[src/source/core_pkg.sv]
package core_pkg;

    localparam int XLEN = 32;

    typedef logic [XLEN-1:0] word_t;
    typedef logic [4:0]      reg_addr_t;

    typedef enum logic [4:0] {
        ALU_ADD, ALU_SUB, ALU_AND, ALU_OR, ALU_XOR,
        ALU_SLL, ALU_SRL, ALU_SRA, ALU_SLT, ALU_SLTU,
        ALU_JALR,   // add, then clear bit 0
        ALU_COPY2,
        BR_BEQ, BR_BNE, BR_BLT, BR_BGE, BR_BLTU, BR_BGEU
    } alu_op_e;

    typedef enum logic [1:0] {OP1_RS1, OP1_PC, OP1_ZERO} op1_sel_e;
    typedef enum logic       {OP2_RS2, OP2_IMM} op2_sel_e;
    typedef enum logic [1:0] {WB_NONE, WB_ALU, WB_MEM, WB_PC4} wb_sel_e;

    // rv32i major opcodes
    localparam logic [6:0] OPC_LUI    = 7'b0110111;
    localparam logic [6:0] OPC_AUIPC  = 7'b0010111;
    localparam logic [6:0] OPC_JAL    = 7'b1101111;
    localparam logic [6:0] OPC_JALR   = 7'b1100111;
    localparam logic [6:0] OPC_BRANCH = 7'b1100011;
    localparam logic [6:0] OPC_LOAD   = 7'b0000011;
    localparam logic [6:0] OPC_STORE  = 7'b0100011;
    localparam logic [6:0] OPC_OP_IMM = 7'b0010011;
    localparam logic [6:0] OPC_OP     = 7'b0110011;

    localparam logic [2:0] F3_ADD_SUB = 3'b000;
    localparam logic [2:0] F3_SLL     = 3'b001;
    localparam logic [2:0] F3_SLT     = 3'b010;
    localparam logic [2:0] F3_SLTU    = 3'b011;
    localparam logic [2:0] F3_XOR     = 3'b100;
    localparam logic [2:0] F3_SR      = 3'b101;  // srl / sra
    localparam logic [2:0] F3_OR      = 3'b110;
    localparam logic [2:0] F3_AND     = 3'b111;
    localparam logic [2:0] F3_BEQ     = 3'b000;
    localparam logic [2:0] F3_BNE     = 3'b001;
    localparam logic [2:0] F3_BLT     = 3'b100;
    localparam logic [2:0] F3_BGE     = 3'b101;
    localparam logic [2:0] F3_BLTU    = 3'b110;
    localparam logic [2:0] F3_BGEU    = 3'b111;
    localparam logic [2:0] F3_JALR    = 3'b000;
    localparam logic [2:0] F3_LW      = 3'b010;
    localparam logic [2:0] F3_SW      = 3'b010;

    localparam logic [6:0] F7_BASE    = 7'b0000000;
    localparam logic [6:0] F7_ALT     = 7'b0100000;  // sub, sra

endpackage

[src/source/core_ctrl.sv]
`timescale 1ns/1ps

module core_ctrl #(
    parameter core_pkg::word_t RESET_PC = 32'h0000_0000,
    parameter core_pkg::word_t EXIT_PC  = 32'h0000_0320
) (
    input  logic               clk_i,
    input  logic               rst_n_i,
    output logic               cyc_o,
    output logic               stb_o,
    output logic               we_o,
    output core_pkg::word_t    adr_o,
    output core_pkg::word_t    dat_o,
    input  core_pkg::word_t    dat_i,
    input  logic               ack_i,
    output core_pkg::word_t    instr_o,
    output core_pkg::word_t    pc_o,
    input  core_pkg::wb_sel_e  wb_sel_i,
    input  logic               is_load_i,
    input  logic               is_store_i,
    input  logic               is_jump_i,
    input  logic               is_branch_i,
    input  core_pkg::word_t    imm_i,
    input  core_pkg::word_t    result_i,
    input  logic               br_taken_i,
    input  core_pkg::word_t    store_data_i,
    output logic               rd_wen_o,
    output core_pkg::word_t    rd_data_o,
    output logic               exit_o
);
    import core_pkg::*;

    typedef enum logic [1:0] {S_FETCH, S_EXECUTE, S_MEM, S_HALT} state_e;

    state_e state_q;
    word_t  pc_q;
    word_t  instr_q;
    logic   cyc_q;
    logic   we_q;
    word_t  adr_q;
    word_t  dat_q;
    word_t  pc_plus4;
    word_t  next_pc;
    logic   mem_op;

    assign pc_plus4 = pc_q + 32'd4;
    assign mem_op   = is_load_i || is_store_i;

    always_comb begin
        if (is_branch_i && br_taken_i) begin
            next_pc = pc_q + imm_i;
        end else if (is_jump_i) begin
            next_pc = result_i;  // jal and jalr targets come from the alu
        end else begin
            next_pc = pc_plus4;
        end
    end

    always_ff @(posedge clk_i) begin
        if (!rst_n_i) begin
            state_q <= S_FETCH;
            pc_q    <= RESET_PC;
            cyc_q   <= 1'b0;
            we_q    <= 1'b0;
        end else begin
            case (state_q)
                S_FETCH: begin
                    if (!cyc_q) begin
                        if (pc_q == EXIT_PC) begin
                            state_q <= S_HALT;
                        end else begin
                            cyc_q <= 1'b1;
                            we_q  <= 1'b0;
                        end
                    end else if (ack_i) begin
                        cyc_q   <= 1'b0;
                        state_q <= S_EXECUTE;
                    end
                end
                S_EXECUTE: begin
                    if (mem_op) begin
                        cyc_q   <= 1'b1;
                        we_q    <= is_store_i;
                        state_q <= S_MEM;
                    end else begin
                        pc_q <= next_pc;
                        if (next_pc == EXIT_PC) begin
                            state_q <= S_HALT;
                        end else begin
                            cyc_q   <= 1'b1;  // next fetch right away
                            state_q <= S_FETCH;
                        end
                    end
                end
                S_MEM: begin
                    if (ack_i) begin
                        cyc_q   <= 1'b0;
                        we_q    <= 1'b0;
                        pc_q    <= pc_plus4;
                        state_q <= (pc_plus4 == EXIT_PC) ? S_HALT : S_FETCH;
                    end
                end
                default: ;  // halted for good
            endcase
        end
    end

    // bus payload and instruction register
    always_ff @(posedge clk_i) begin
        if (state_q == S_FETCH && !cyc_q) begin
            adr_q <= {pc_q[XLEN-1:2], 2'b00};
        end
        if (state_q == S_FETCH && cyc_q && ack_i) begin
            instr_q <= dat_i;
        end
        if (state_q == S_EXECUTE) begin
            adr_q <= mem_op ? {result_i[XLEN-1:2], 2'b00} : {next_pc[XLEN-1:2], 2'b00};
            dat_q <= store_data_i;
        end
    end

    always_comb begin
        case (wb_sel_i)
            WB_PC4:  rd_data_o = pc_plus4;
            WB_MEM:  rd_data_o = dat_i;
            default: rd_data_o = result_i;
        endcase
    end

    assign rd_wen_o = (state_q == S_EXECUTE && (wb_sel_i == WB_ALU || wb_sel_i == WB_PC4)) ||
                      (state_q == S_MEM && ack_i && wb_sel_i == WB_MEM);

    assign cyc_o   = cyc_q;
    assign stb_o   = cyc_q;
    assign we_o    = we_q;
    assign adr_o   = adr_q;
    assign dat_o   = dat_q;
    assign instr_o = instr_q;
    assign pc_o    = pc_q;
    assign exit_o  = (pc_q == EXIT_PC);

endmodule

[src/source/core_decoder.sv]
`timescale 1ns/1ps

module core_decoder #(
    parameter int NUM_REGS = 32
) (
    input  core_pkg::word_t     instr_i,
    output core_pkg::reg_addr_t rs1_addr_o,
    output core_pkg::reg_addr_t rs2_addr_o,
    output core_pkg::reg_addr_t rd_addr_o,
    output core_pkg::word_t     imm_o,
    output core_pkg::alu_op_e   alu_op_o,
    output core_pkg::op1_sel_e  op1_sel_o,
    output core_pkg::op2_sel_e  op2_sel_o,
    output core_pkg::wb_sel_e   wb_sel_o,
    output logic                is_load_o,
    output logic                is_store_o,
    output logic                is_jump_o,
    output logic                is_branch_o
);
    import core_pkg::*;

    localparam reg_addr_t REG_MASK = reg_addr_t'(NUM_REGS - 1);  // rv32e keeps 4 bits

    logic [6:0] opcode;
    logic [2:0] funct3;
    logic [6:0] funct7;
    logic       alt;
    logic       funct7_ok;
    logic       is_shift;
    word_t      imm_i;
    word_t      imm_s;
    word_t      imm_b;
    word_t      imm_j;
    word_t      imm_u;
    alu_op_e    arith_op;

    assign opcode = instr_i[6:0];
    assign funct3 = instr_i[14:12];
    assign funct7 = instr_i[31:25];
    assign alt    = instr_i[30];

    assign rs1_addr_o = instr_i[19:15] & REG_MASK;
    assign rs2_addr_o = instr_i[24:20] & REG_MASK;
    assign rd_addr_o  = instr_i[11:7] & REG_MASK;

    assign imm_i = {{20{instr_i[31]}}, instr_i[31:20]};
    assign imm_s = {{20{instr_i[31]}}, instr_i[31:25], instr_i[11:7]};
    assign imm_b = {{19{instr_i[31]}}, instr_i[31], instr_i[7], instr_i[30:25],
                    instr_i[11:8], 1'b0};
    assign imm_j = {{11{instr_i[31]}}, instr_i[31], instr_i[19:12], instr_i[20],
                    instr_i[30:21], 1'b0};
    assign imm_u = {instr_i[31:12], 12'h000};

    // alt funct7 only legal on sub and sra/srai
    assign funct7_ok = (funct7 == F7_BASE) ||
                       (funct7 == F7_ALT && (funct3 == F3_ADD_SUB || funct3 == F3_SR));
    assign is_shift  = (funct3 == F3_SLL) || (funct3 == F3_SR);

    always_comb begin
        case (funct3)
            F3_ADD_SUB: arith_op = (alt && opcode == OPC_OP) ? ALU_SUB : ALU_ADD;
            F3_SLL:     arith_op = ALU_SLL;
            F3_SLT:     arith_op = ALU_SLT;
            F3_SLTU:    arith_op = ALU_SLTU;
            F3_XOR:     arith_op = ALU_XOR;
            F3_SR:      arith_op = alt ? ALU_SRA : ALU_SRL;
            F3_OR:      arith_op = ALU_OR;
            default:    arith_op = ALU_AND;
        endcase
    end

    always_comb begin
        // defaults decode as a no-op
        imm_o       = imm_i;
        alu_op_o    = ALU_ADD;
        op1_sel_o   = OP1_RS1;
        op2_sel_o   = OP2_IMM;
        wb_sel_o    = WB_NONE;
        is_load_o   = 1'b0;
        is_store_o  = 1'b0;
        is_jump_o   = 1'b0;
        is_branch_o = 1'b0;
        case (opcode)
            OPC_OP: begin
                if (funct7_ok) begin
                    alu_op_o  = arith_op;
                    op2_sel_o = OP2_RS2;
                    wb_sel_o  = WB_ALU;
                end
            end
            OPC_OP_IMM: begin
                if (funct7_ok || !is_shift) begin
                    alu_op_o = arith_op;
                    wb_sel_o = WB_ALU;
                end
            end
            OPC_LUI: begin
                imm_o     = imm_u;
                op1_sel_o = OP1_ZERO;
                alu_op_o  = ALU_COPY2;
                wb_sel_o  = WB_ALU;
            end
            OPC_AUIPC: begin
                imm_o     = imm_u;
                op1_sel_o = OP1_PC;
                wb_sel_o  = WB_ALU;
            end
            OPC_JAL: begin
                imm_o     = imm_j;
                op1_sel_o = OP1_PC;
                wb_sel_o  = WB_PC4;
                is_jump_o = 1'b1;
            end
            OPC_JALR: begin
                if (funct3 == F3_JALR) begin
                    alu_op_o  = ALU_JALR;
                    wb_sel_o  = WB_PC4;
                    is_jump_o = 1'b1;
                end
            end
            OPC_BRANCH: begin
                imm_o       = imm_b;
                op2_sel_o   = OP2_RS2;
                is_branch_o = 1'b1;
                case (funct3)
                    F3_BEQ:  alu_op_o = BR_BEQ;
                    F3_BNE:  alu_op_o = BR_BNE;
                    F3_BLT:  alu_op_o = BR_BLT;
                    F3_BGE:  alu_op_o = BR_BGE;
                    F3_BLTU: alu_op_o = BR_BLTU;
                    F3_BGEU: alu_op_o = BR_BGEU;
                    default: is_branch_o = 1'b0;
                endcase
            end
            OPC_LOAD: begin
                if (funct3 == F3_LW) begin
                    wb_sel_o  = WB_MEM;
                    is_load_o = 1'b1;
                end
            end
            OPC_STORE: begin
                if (funct3 == F3_SW) begin
                    imm_o      = imm_s;
                    is_store_o = 1'b1;
                end
            end
            default: ;
        endcase
    end

endmodule

[src/source/core_exec_unit.sv]
`timescale 1ns/1ps

module core_exec_unit (
    input  core_pkg::alu_op_e  alu_op_i,
    input  core_pkg::op1_sel_e op1_sel_i,
    input  core_pkg::op2_sel_e op2_sel_i,
    input  core_pkg::word_t    rs1_data_i,
    input  core_pkg::word_t    rs2_data_i,
    input  core_pkg::word_t    pc_i,
    input  core_pkg::word_t    imm_i,
    output core_pkg::word_t    result_o,
    output logic               br_taken_o
);
    import core_pkg::*;

    word_t op1;
    word_t op2;
    word_t sum;
    logic  eq;
    logic  lt;
    logic  ltu;

    always_comb begin
        case (op1_sel_i)
            OP1_RS1: op1 = rs1_data_i;
            OP1_PC:  op1 = pc_i;
            default: op1 = '0;
        endcase
    end

    assign op2 = (op2_sel_i == OP2_IMM) ? imm_i : rs2_data_i;
    assign sum = op1 + op2;
    assign eq  = (op1 == op2);
    assign lt  = ($signed(op1) < $signed(op2));
    assign ltu = (op1 < op2);

    always_comb begin
        case (alu_op_i)
            ALU_ADD:   result_o = sum;
            ALU_SUB:   result_o = op1 - op2;
            ALU_AND:   result_o = op1 & op2;
            ALU_OR:    result_o = op1 | op2;
            ALU_XOR:   result_o = op1 ^ op2;
            ALU_SLL:   result_o = op1 << op2[4:0];
            ALU_SRL:   result_o = op1 >> op2[4:0];
            ALU_SRA:   result_o = word_t'($signed(op1) >>> op2[4:0]);
            ALU_SLT:   result_o = {{(XLEN-1){1'b0}}, lt};
            ALU_SLTU:  result_o = {{(XLEN-1){1'b0}}, ltu};
            ALU_JALR:  result_o = {sum[XLEN-1:1], 1'b0};
            ALU_COPY2: result_o = op2;
            default:   result_o = '0;  // branches only compare
        endcase
    end

    always_comb begin
        case (alu_op_i)
            BR_BEQ:  br_taken_o = eq;
            BR_BNE:  br_taken_o = !eq;
            BR_BLT:  br_taken_o = lt;
            BR_BGE:  br_taken_o = !lt;
            BR_BLTU: br_taken_o = ltu;
            BR_BGEU: br_taken_o = !ltu;
            default: br_taken_o = 1'b0;
        endcase
    end

endmodule

[src/source/core_regfile.sv]
`timescale 1ns/1ps

module core_regfile #(
    parameter int NUM_REGS = 32
) (
    input  logic                clk_i,
    input  logic                rst_n_i,
    input  core_pkg::reg_addr_t rs1_addr_i,
    input  core_pkg::reg_addr_t rs2_addr_i,
    input  core_pkg::reg_addr_t rd_addr_i,
    input  logic                rd_wen_i,
    input  core_pkg::word_t     rd_data_i,
    output core_pkg::word_t     rs1_data_o,
    output core_pkg::word_t     rs2_data_o,
    output core_pkg::word_t     gp_o
);
    import core_pkg::*;

    word_t regs [NUM_REGS];

    always_ff @(posedge clk_i) begin
        if (!rst_n_i) begin
            for (int i = 0; i < NUM_REGS; i++) begin
                regs[i] <= '0;
            end
        end else if (rd_wen_i && rd_addr_i != '0) begin
            regs[rd_addr_i] <= rd_data_i;
        end
    end

    // x0 reads as zero
    assign rs1_data_o = (rs1_addr_i == '0) ? '0 : regs[rs1_addr_i];
    assign rs2_data_o = (rs2_addr_i == '0) ? '0 : regs[rs2_addr_i];
    assign gp_o       = regs[3];

endmodule

[src/source/core_top.sv]
`timescale 1ns/1ps

module core_top #(
    parameter core_pkg::word_t RESET_PC = 32'h0000_0000,
    parameter core_pkg::word_t EXIT_PC  = 32'h0000_0320,
    parameter int              NUM_REGS = 32
) (
    input  logic            clk_i,
    input  logic            rst_n_i,
    output logic            cyc_o,
    output logic            stb_o,
    output logic            we_o,
    output core_pkg::word_t adr_o,
    output core_pkg::word_t dat_o,
    input  core_pkg::word_t dat_i,
    input  logic            ack_i,
    output logic            exit_o,
    output core_pkg::word_t gp_o
);
    import core_pkg::*;

    word_t     instr;
    word_t     pc;
    word_t     imm;
    word_t     result;
    word_t     rs1_data;
    word_t     rs2_data;
    word_t     rd_data;
    reg_addr_t rs1_addr;
    reg_addr_t rs2_addr;
    reg_addr_t rd_addr;
    alu_op_e   alu_op;
    op1_sel_e  op1_sel;
    op2_sel_e  op2_sel;
    wb_sel_e   wb_sel;
    logic      is_load;
    logic      is_store;
    logic      is_jump;
    logic      is_branch;
    logic      br_taken;
    logic      rd_wen;

    core_ctrl #(
        .RESET_PC (RESET_PC),
        .EXIT_PC  (EXIT_PC)
    ) u_ctrl (
        .clk_i        (clk_i),
        .rst_n_i      (rst_n_i),
        .cyc_o        (cyc_o),
        .stb_o        (stb_o),
        .we_o         (we_o),
        .adr_o        (adr_o),
        .dat_o        (dat_o),
        .dat_i        (dat_i),
        .ack_i        (ack_i),
        .instr_o      (instr),
        .pc_o         (pc),
        .wb_sel_i     (wb_sel),
        .is_load_i    (is_load),
        .is_store_i   (is_store),
        .is_jump_i    (is_jump),
        .is_branch_i  (is_branch),
        .imm_i        (imm),
        .result_i     (result),
        .br_taken_i   (br_taken),
        .store_data_i (rs2_data),
        .rd_wen_o     (rd_wen),
        .rd_data_o    (rd_data),
        .exit_o       (exit_o)
    );

    core_decoder #(
        .NUM_REGS (NUM_REGS)
    ) u_decoder (
        .instr_i     (instr),
        .rs1_addr_o  (rs1_addr),
        .rs2_addr_o  (rs2_addr),
        .rd_addr_o   (rd_addr),
        .imm_o       (imm),
        .alu_op_o    (alu_op),
        .op1_sel_o   (op1_sel),
        .op2_sel_o   (op2_sel),
        .wb_sel_o    (wb_sel),
        .is_load_o   (is_load),
        .is_store_o  (is_store),
        .is_jump_o   (is_jump),
        .is_branch_o (is_branch)
    );

    core_regfile #(
        .NUM_REGS (NUM_REGS)
    ) u_regfile (
        .clk_i      (clk_i),
        .rst_n_i    (rst_n_i),
        .rs1_addr_i (rs1_addr),
        .rs2_addr_i (rs2_addr),
        .rd_addr_i  (rd_addr),
        .rd_wen_i   (rd_wen),
        .rd_data_i  (rd_data),
        .rs1_data_o (rs1_data),
        .rs2_data_o (rs2_data),
        .gp_o       (gp_o)
    );

    core_exec_unit u_exec (
        .alu_op_i   (alu_op),
        .op1_sel_i  (op1_sel),
        .op2_sel_i  (op2_sel),
        .rs1_data_i (rs1_data),
        .rs2_data_i (rs2_data),
        .pc_i       (pc),
        .imm_i      (imm),
        .result_o   (result),
        .br_taken_o (br_taken)
    );

endmodule

[config.mk]
export PLATFORM = sky130hd
export DESIGN_NAME = core_top
export DESIGN_NICKNAME = d
export VERILOG_FILES = /design/src/source/core_pkg.sv /design/src/source/core_ctrl.sv /design/src/source/core_decoder.sv /design/src/source/core_exec_unit.sv /design/src/source/core_regfile.sv /design/src/source/core_top.sv
export SDC_FILE = /design/constraint.sdc
export NUM_CORES = 2
export LEC_CHECK = 0
export BUFFER_PORTS_ARGS = -buffer_cell sky130_fd_sc_hd__buf_4
export CORE_AREA = 2 2 515 517
export CTS_CLUSTER_DIAMETER = 200
export DETAILED_ROUTE_END_ITERATION = 12
export DIE_AREA = 0 0 517 519
export RECOVER_POWER = 100
export SYNTH_ARGS = -nofsm -noshare
export SYNTH_HDL_FRONTEND = slang
export SYNTH_SLANG_ARGS = --single-unit
[constraint.sdc]
create_clock -name clk_i -period 18.9 [get_ports clk_i]
set_clock_uncertainty 0.05 [all_clocks]
set_input_delay 1.89 -clock clk_i [delete_from_list [all_inputs] [get_ports clk_i]]
set_output_delay 1.89 -clock clk_i [all_outputs]
set_load 0.01 [all_outputs]
Yosys cells after proc, flatten, opt, wreduce, memory -nomap -nowiden
Memory sizes are Yosys's and may differ from the RTL's. A register that Yosys moved wholly into a read port is not among the register bits. Index checks and enable logic that the tools add are counted.

$add $sub $neg: 4. Magnitude comparators: 2. Shifts and indexed selects: 3. Reduce and logical (&&, ||, !) cells: 41. Bitwise operators: 3. Equal/unequal tests: 52. Mux-type cells: 68.

Operators with widths (number): 32-bit one-hot mux with 12 select lines (1); 32-bit 2-to-1 mux (11); 32-bit one-hot mux with 2 select lines (3); 31-bit one-hot mux with 4 select lines (1); 32-bit by 10-bit equality test with 1-bit output (second input constant) (3); 32-bit adder (2); 32-bit < comparator (2); 5-bit by 4-bit equality test with 1-bit output (second input constant) (8); 5-bit one-hot mux with 7 select lines (1); 32-bit by 3-bit adder with 32-bit output (second input constant) (1); 32-bit AND (1); 32-bit equality test (1); 32-bit bitwise OR (1); 32-bit OR reduction (1); 32-bit by 5-bit << shifter with 32-bit output (1); 32-bit by 5-bit right shift with 32-bit output (1); 32-bit by 5-bit >>> shifter with 32-bit output (1); 32-bit subtractor (1); 32-bit XOR (1); 5-bit 2-to-1 mux (6); 5-bit one-hot mux with 6 select lines (1); 7-bit by 6-bit equality test with 1-bit output (second input constant) (4); 1-bit 2-to-1 mux (25); 5-bit one-hot mux with 5 select lines (1); 39 further kinds (94).

Logic and storage cells: 181. Output and inout port bits: 100. Bits of input ports: 35. Register bits after elaboration: 132. Memories: 1. RAM bits: 1024.

Memories: u_regfile.regs (depth 32, width 32, rd ports 3, clocked after Yosys merged registers in 2, write ports 32, line core_regfile.sv:19) `word_t regs [NUM_REGS];`.

Longest topological paths before layout
Depth in word-level cells: 17. Mapped depth: 33.

Modules after synthesis
From an unflattened synthesis, not the netlist that was laid out.

Cells, all modules: 6568. Area total of the unflattened synthesis: 74860.5 µm².

Modules (own cells, without submodules): core_regfile (seq. area each 30749.5 µm², instances 1, cells an instance 3779, area each 54563.6 µm²); core_exec_unit (seq. area each 0.0 µm², instances 1, cells an instance 1547, area each 9863.2 µm²); core_ctrl (seq. area each 3543.4 µm², instances 1, cells an instance 1111, area each 9580.4 µm²); core_decoder (seq. area each 0.0 µm², instances 1, cells an instance 131, area each 853.3 µm²).

Worst setup path before layout
Ideal clock, no wire load.

Path type: register -> register. From: reg with a tool-made name. To: mem u_regfile.regs[10][27] in the netlist's numbering, data pin. Arrival: 7.332 ns. Required time: 18.584 ns. Slack: 11.252 ns. Buffers on the path: 11. Clock period less this slack: 7.648 ns. Cell stages (with the launch flop): 32. Path through: dfxtp_1 -> buf_2 -> buf_6 -> buf_4 -> buf_6 -> buf_4 -> buf_2 -> buf_4 -> buf_2 -> buf_2 -> mux4_2 -> mux4_2 -> mux2_2 -> nand2_1 -> inv_1 -> a21boi_0 -> ha_1 -> clkbuf_1 -> nor4bb_1 -> o2111ai_1 -> a31o_2 -> a311oi_1 -> nor4_1 -> a2111o_1 -> a311o_1 -> nor2b_1 -> nor3_1 -> a311oi_1 -> o311ai_0 -> a221oi_2 -> buf_2 -> nor2_1.

RTL lines (line): end: declaration (core_regfile.sv:19).

==> summary.txt <==
Worst-Skew Late Latency -> 0.81 ns
DIE AREA -> 268000 um2
Worst EP required -> 19.26 ns
Design Power -> 12200 uW
Fin Setup TNS -> 0 ns
CTS Hold Bufs -> 0
slowest cell on the critical path -> clkbuf_1
fmax -> 70.4 MHz
layout cells sized above 1 -> 0.176
crit path launch type -> flop
#FFs+latches synth -> 1164
CTS tree -> built
core area -> 263000 um2
crit path DAT -> 14.56 ns
max_cap viols -> 72
DRT antenna net count -> 0
Final HPWL DP -> 245000 um
gr usage total -> 0.254
mean post-synth cell area -> 11.5 um2
Top FF cell, synth -> edfxtp_1
final max-slew violation count -> 2066
nets -> 6538
Syn. warnings -> 0
CTS max path bufs -> 3
initial antenna violation count -> 23
VDD IR max -> 92.7 uV
Leak Pwr -> 0.0292 uW
number of H-tree levels -> 4
ys async rst share -> 0
count of final hold-check violations -> 0
# DRC -> 0
final setup violation count -> 0
Cells after Synth -> 6378
CP Capture Type -> flop
num rows -> 189
R2R cell count -> 22
failing checks -> max-capacitance violations, max-slew violations
count leader, synth -> nor2_1
IO buf count -> 132
Hold Slack -> 0.480 ns
vias in the first global route -> 58200
post-synthesis sequential area ratio -> 0.470
Worst Setup Path Type -> flop to flop
DRT Pass-1 Iters -> 6
pwr/cell area -> 148 nW/um2
Post CTS Setup Buffer Count -> 0
vias per cell -> 6.07
critical path, cell by cell -> clkbuf_1, mux4_2, mux2i_1, a22oi_1, o21ai_0, a2bb2oi_4, clkbuf_1, inv_4, ha_1, nand2b_1, a21oi_1, o211a_1, nor2_1, xnor2_1, o221ai_1, nor3_1, nand2_1, a311oi_1, a31oi_1, a221oi_4, clkbuf_1, nor2_1
Worst Max-Slew Pin Slew -> 4.54 ns
ranking of synthesized cells by area -> edfxtp_1, mux4_2, nor2_1
status -> finished with violations
largest net degree at the start of global routing -> 93
root buffer cell -> clkbuf_16
global-route wire length before repair -> 478000 um
total length of routed wires -> 351000 um
post-synth cell types -> 109
number of gates resized after cts -> 0
Layout area overhead -> 11.7%
Initial Util -> 0.278
drt wl/cell -> 35.0 um
most frequent cells after synthesis -> nor2_1, edfxtp_1, mux4_2
I/O pin count -> 135
crit path max fanout -> 43
RSZ-0062 raised after global routing -> false
Slowest Stage Delay on Critical Path -> 2.88 ns
Post-synth EDFFs -> 1118
total grt overflow -> 0
number of buffers created by CTS -> 132
Final Util -> 0.311
initial DRC count -> 9404
gpl congestion -> 1.06
Tcrit/Tclk final -> 0.752
clock sink count -> 1164
via count -> 60800
Die Y -> 519 um
die width -> 517 um
post-synth top area share -> 0.458
hold path depth -> 2
Netlist Area Pre-Place -> 73300 um2
min Tclk post-route -> 14.20 ns
clk slew on worst S/H paths -> 0.06 ns
Slew HR -> -2.03
Yosys top cell by area -> edfxtp_1
worst hold path class -> flop to flop
cell mode on critical path -> clkbuf_1
==> layer usage <==
layer / track usage / up-vias / routed length (um)
met2: 0.385 / 4795 / 153000
li1: - / 24200 / -
met1: 0.314 / 30600 / 125000
met4: 0.179 / 18 / 31300
met3: 0.0654 / 1161 / 41300
met5: 0 / - / 128
==> worst paths after layout <==
| path | startpoint | to | slack, ns |
|---|---|---|---|
| max | flop | u_regfile.regs[3][9] | 4.70 |
| min | u_ctrl.we_o | u_ctrl.we_o | 0.48 |
| max reg2reg | flop | u_regfile.regs[3][9] | 4.70 |
| min reg2reg | u_ctrl.we_o | u_ctrl.we_o | 0.48 |
==> power breakdown <==
part	leakage, uW	internal (uW)	switching, uW
Sequential	0.0118	3050	218
Clock	0.00199	1420	1100
Combinational	0.0154	1810	4550
Total	0.0292	6290	5870
==> through the flow <==
stage / instance area (um2) / worst slack, ns / cells
CTS: 83000 / 9.06 / 9996
global route: 81900 / 4.27 / 9996
floorplan: 73500 / 11.25 / 6411
detailed placement: 78900 / 9.08 / 9764
finish: 81900 / 4.70 / 10000
global placement: 78900 / 9.03 / 9764
==> layout make-up <==
type	instances	area, um2
multi-input combinational	4488	36000
fill	26900	182000
inverter	191	721
sequential	1164	34500
clock buffer	174	3560
clock inverter	58	537
timing repair buffer	388	2190
antenna	8	20.0
tap	3533	4420
==> cells by family (layout without fill, tap and decap cells) <==
group	after synthesis	in the layout	share of synthesized area
simple gates	2186	2186	0.127
mux	894	894	0.210
other cells	1	42	0.0000511
buf+inv	759	811	0.0467
flops	1164	1164	0.470
fa+ha+maj	138	138	0.0239
compound gates	1166	1166	0.113
xor+xnor	70	70	0.00836
==> placed cells by master, fill, tap and decap left out, types with 25 or more instances in the layout <==
| cell | n |
|---|---|
| buf_4 | 175 |
| nor2b_1 | 37 |
| nand4_1 | 25 |
| o22ai_1 | 50 |
| o21a_1 | 27 |
| o21ai_0 | 195 |
| a22oi_1 | 58 |
| a221oi_1 | 29 |
| clkbuf_16 | 136 |
| nor2_1 | 1296 |
| mux2i_1 | 234 |
| ha_1 | 135 |
| a21oi_1 | 208 |
| o221ai_1 | 37 |
| nor4_1 | 35 |
| o211ai_1 | 77 |
| nand2b_1 | 37 |
| xnor2_1 | 50 |
| dfxtp_1 | 38 |
| nand3_1 | 83 |
| inv_1 | 182 |
| nor3_1 | 84 |
| mux4_2 | 499 |
| a21o_1 | 68 |
| edfxtp_1 | 1118 |
| nand2_1 | 398 |
| a211oi_1 | 66 |
| mux2_2 | 140 |
| clkbuf_1 | 245 |
| conb_1 | 34 |
| a31oi_1 | 31 |
==> critical path: cells and delay by family (launching register included) <==
family                   cells  cell delay [ns]
flip-flops                   1             1.82
adder cells (fa/ha/maj)      1             0.35
AO/OA/AOI/OAI                9             2.81
multiplexers                 2             1.22
AND/OR/NAND/NOR              5             1.52
XOR/XNOR                     1             0.18
buffers and inverters        4             5.65
==> flip-flops by register name, indices dropped and copies added, names as in the netlist, named ones only <==
signal / flops
u_ctrl.adr_o: 30
u_ctrl.cyc_o: 1
u_ctrl.dat_o: 32
u_ctrl.instr_o: 32
u_ctrl.pc_o: 32
u_ctrl.state_q: 2
u_ctrl.we_o: 1
u_regfile.regs: 1024
(Power assumes the default switching activity.)
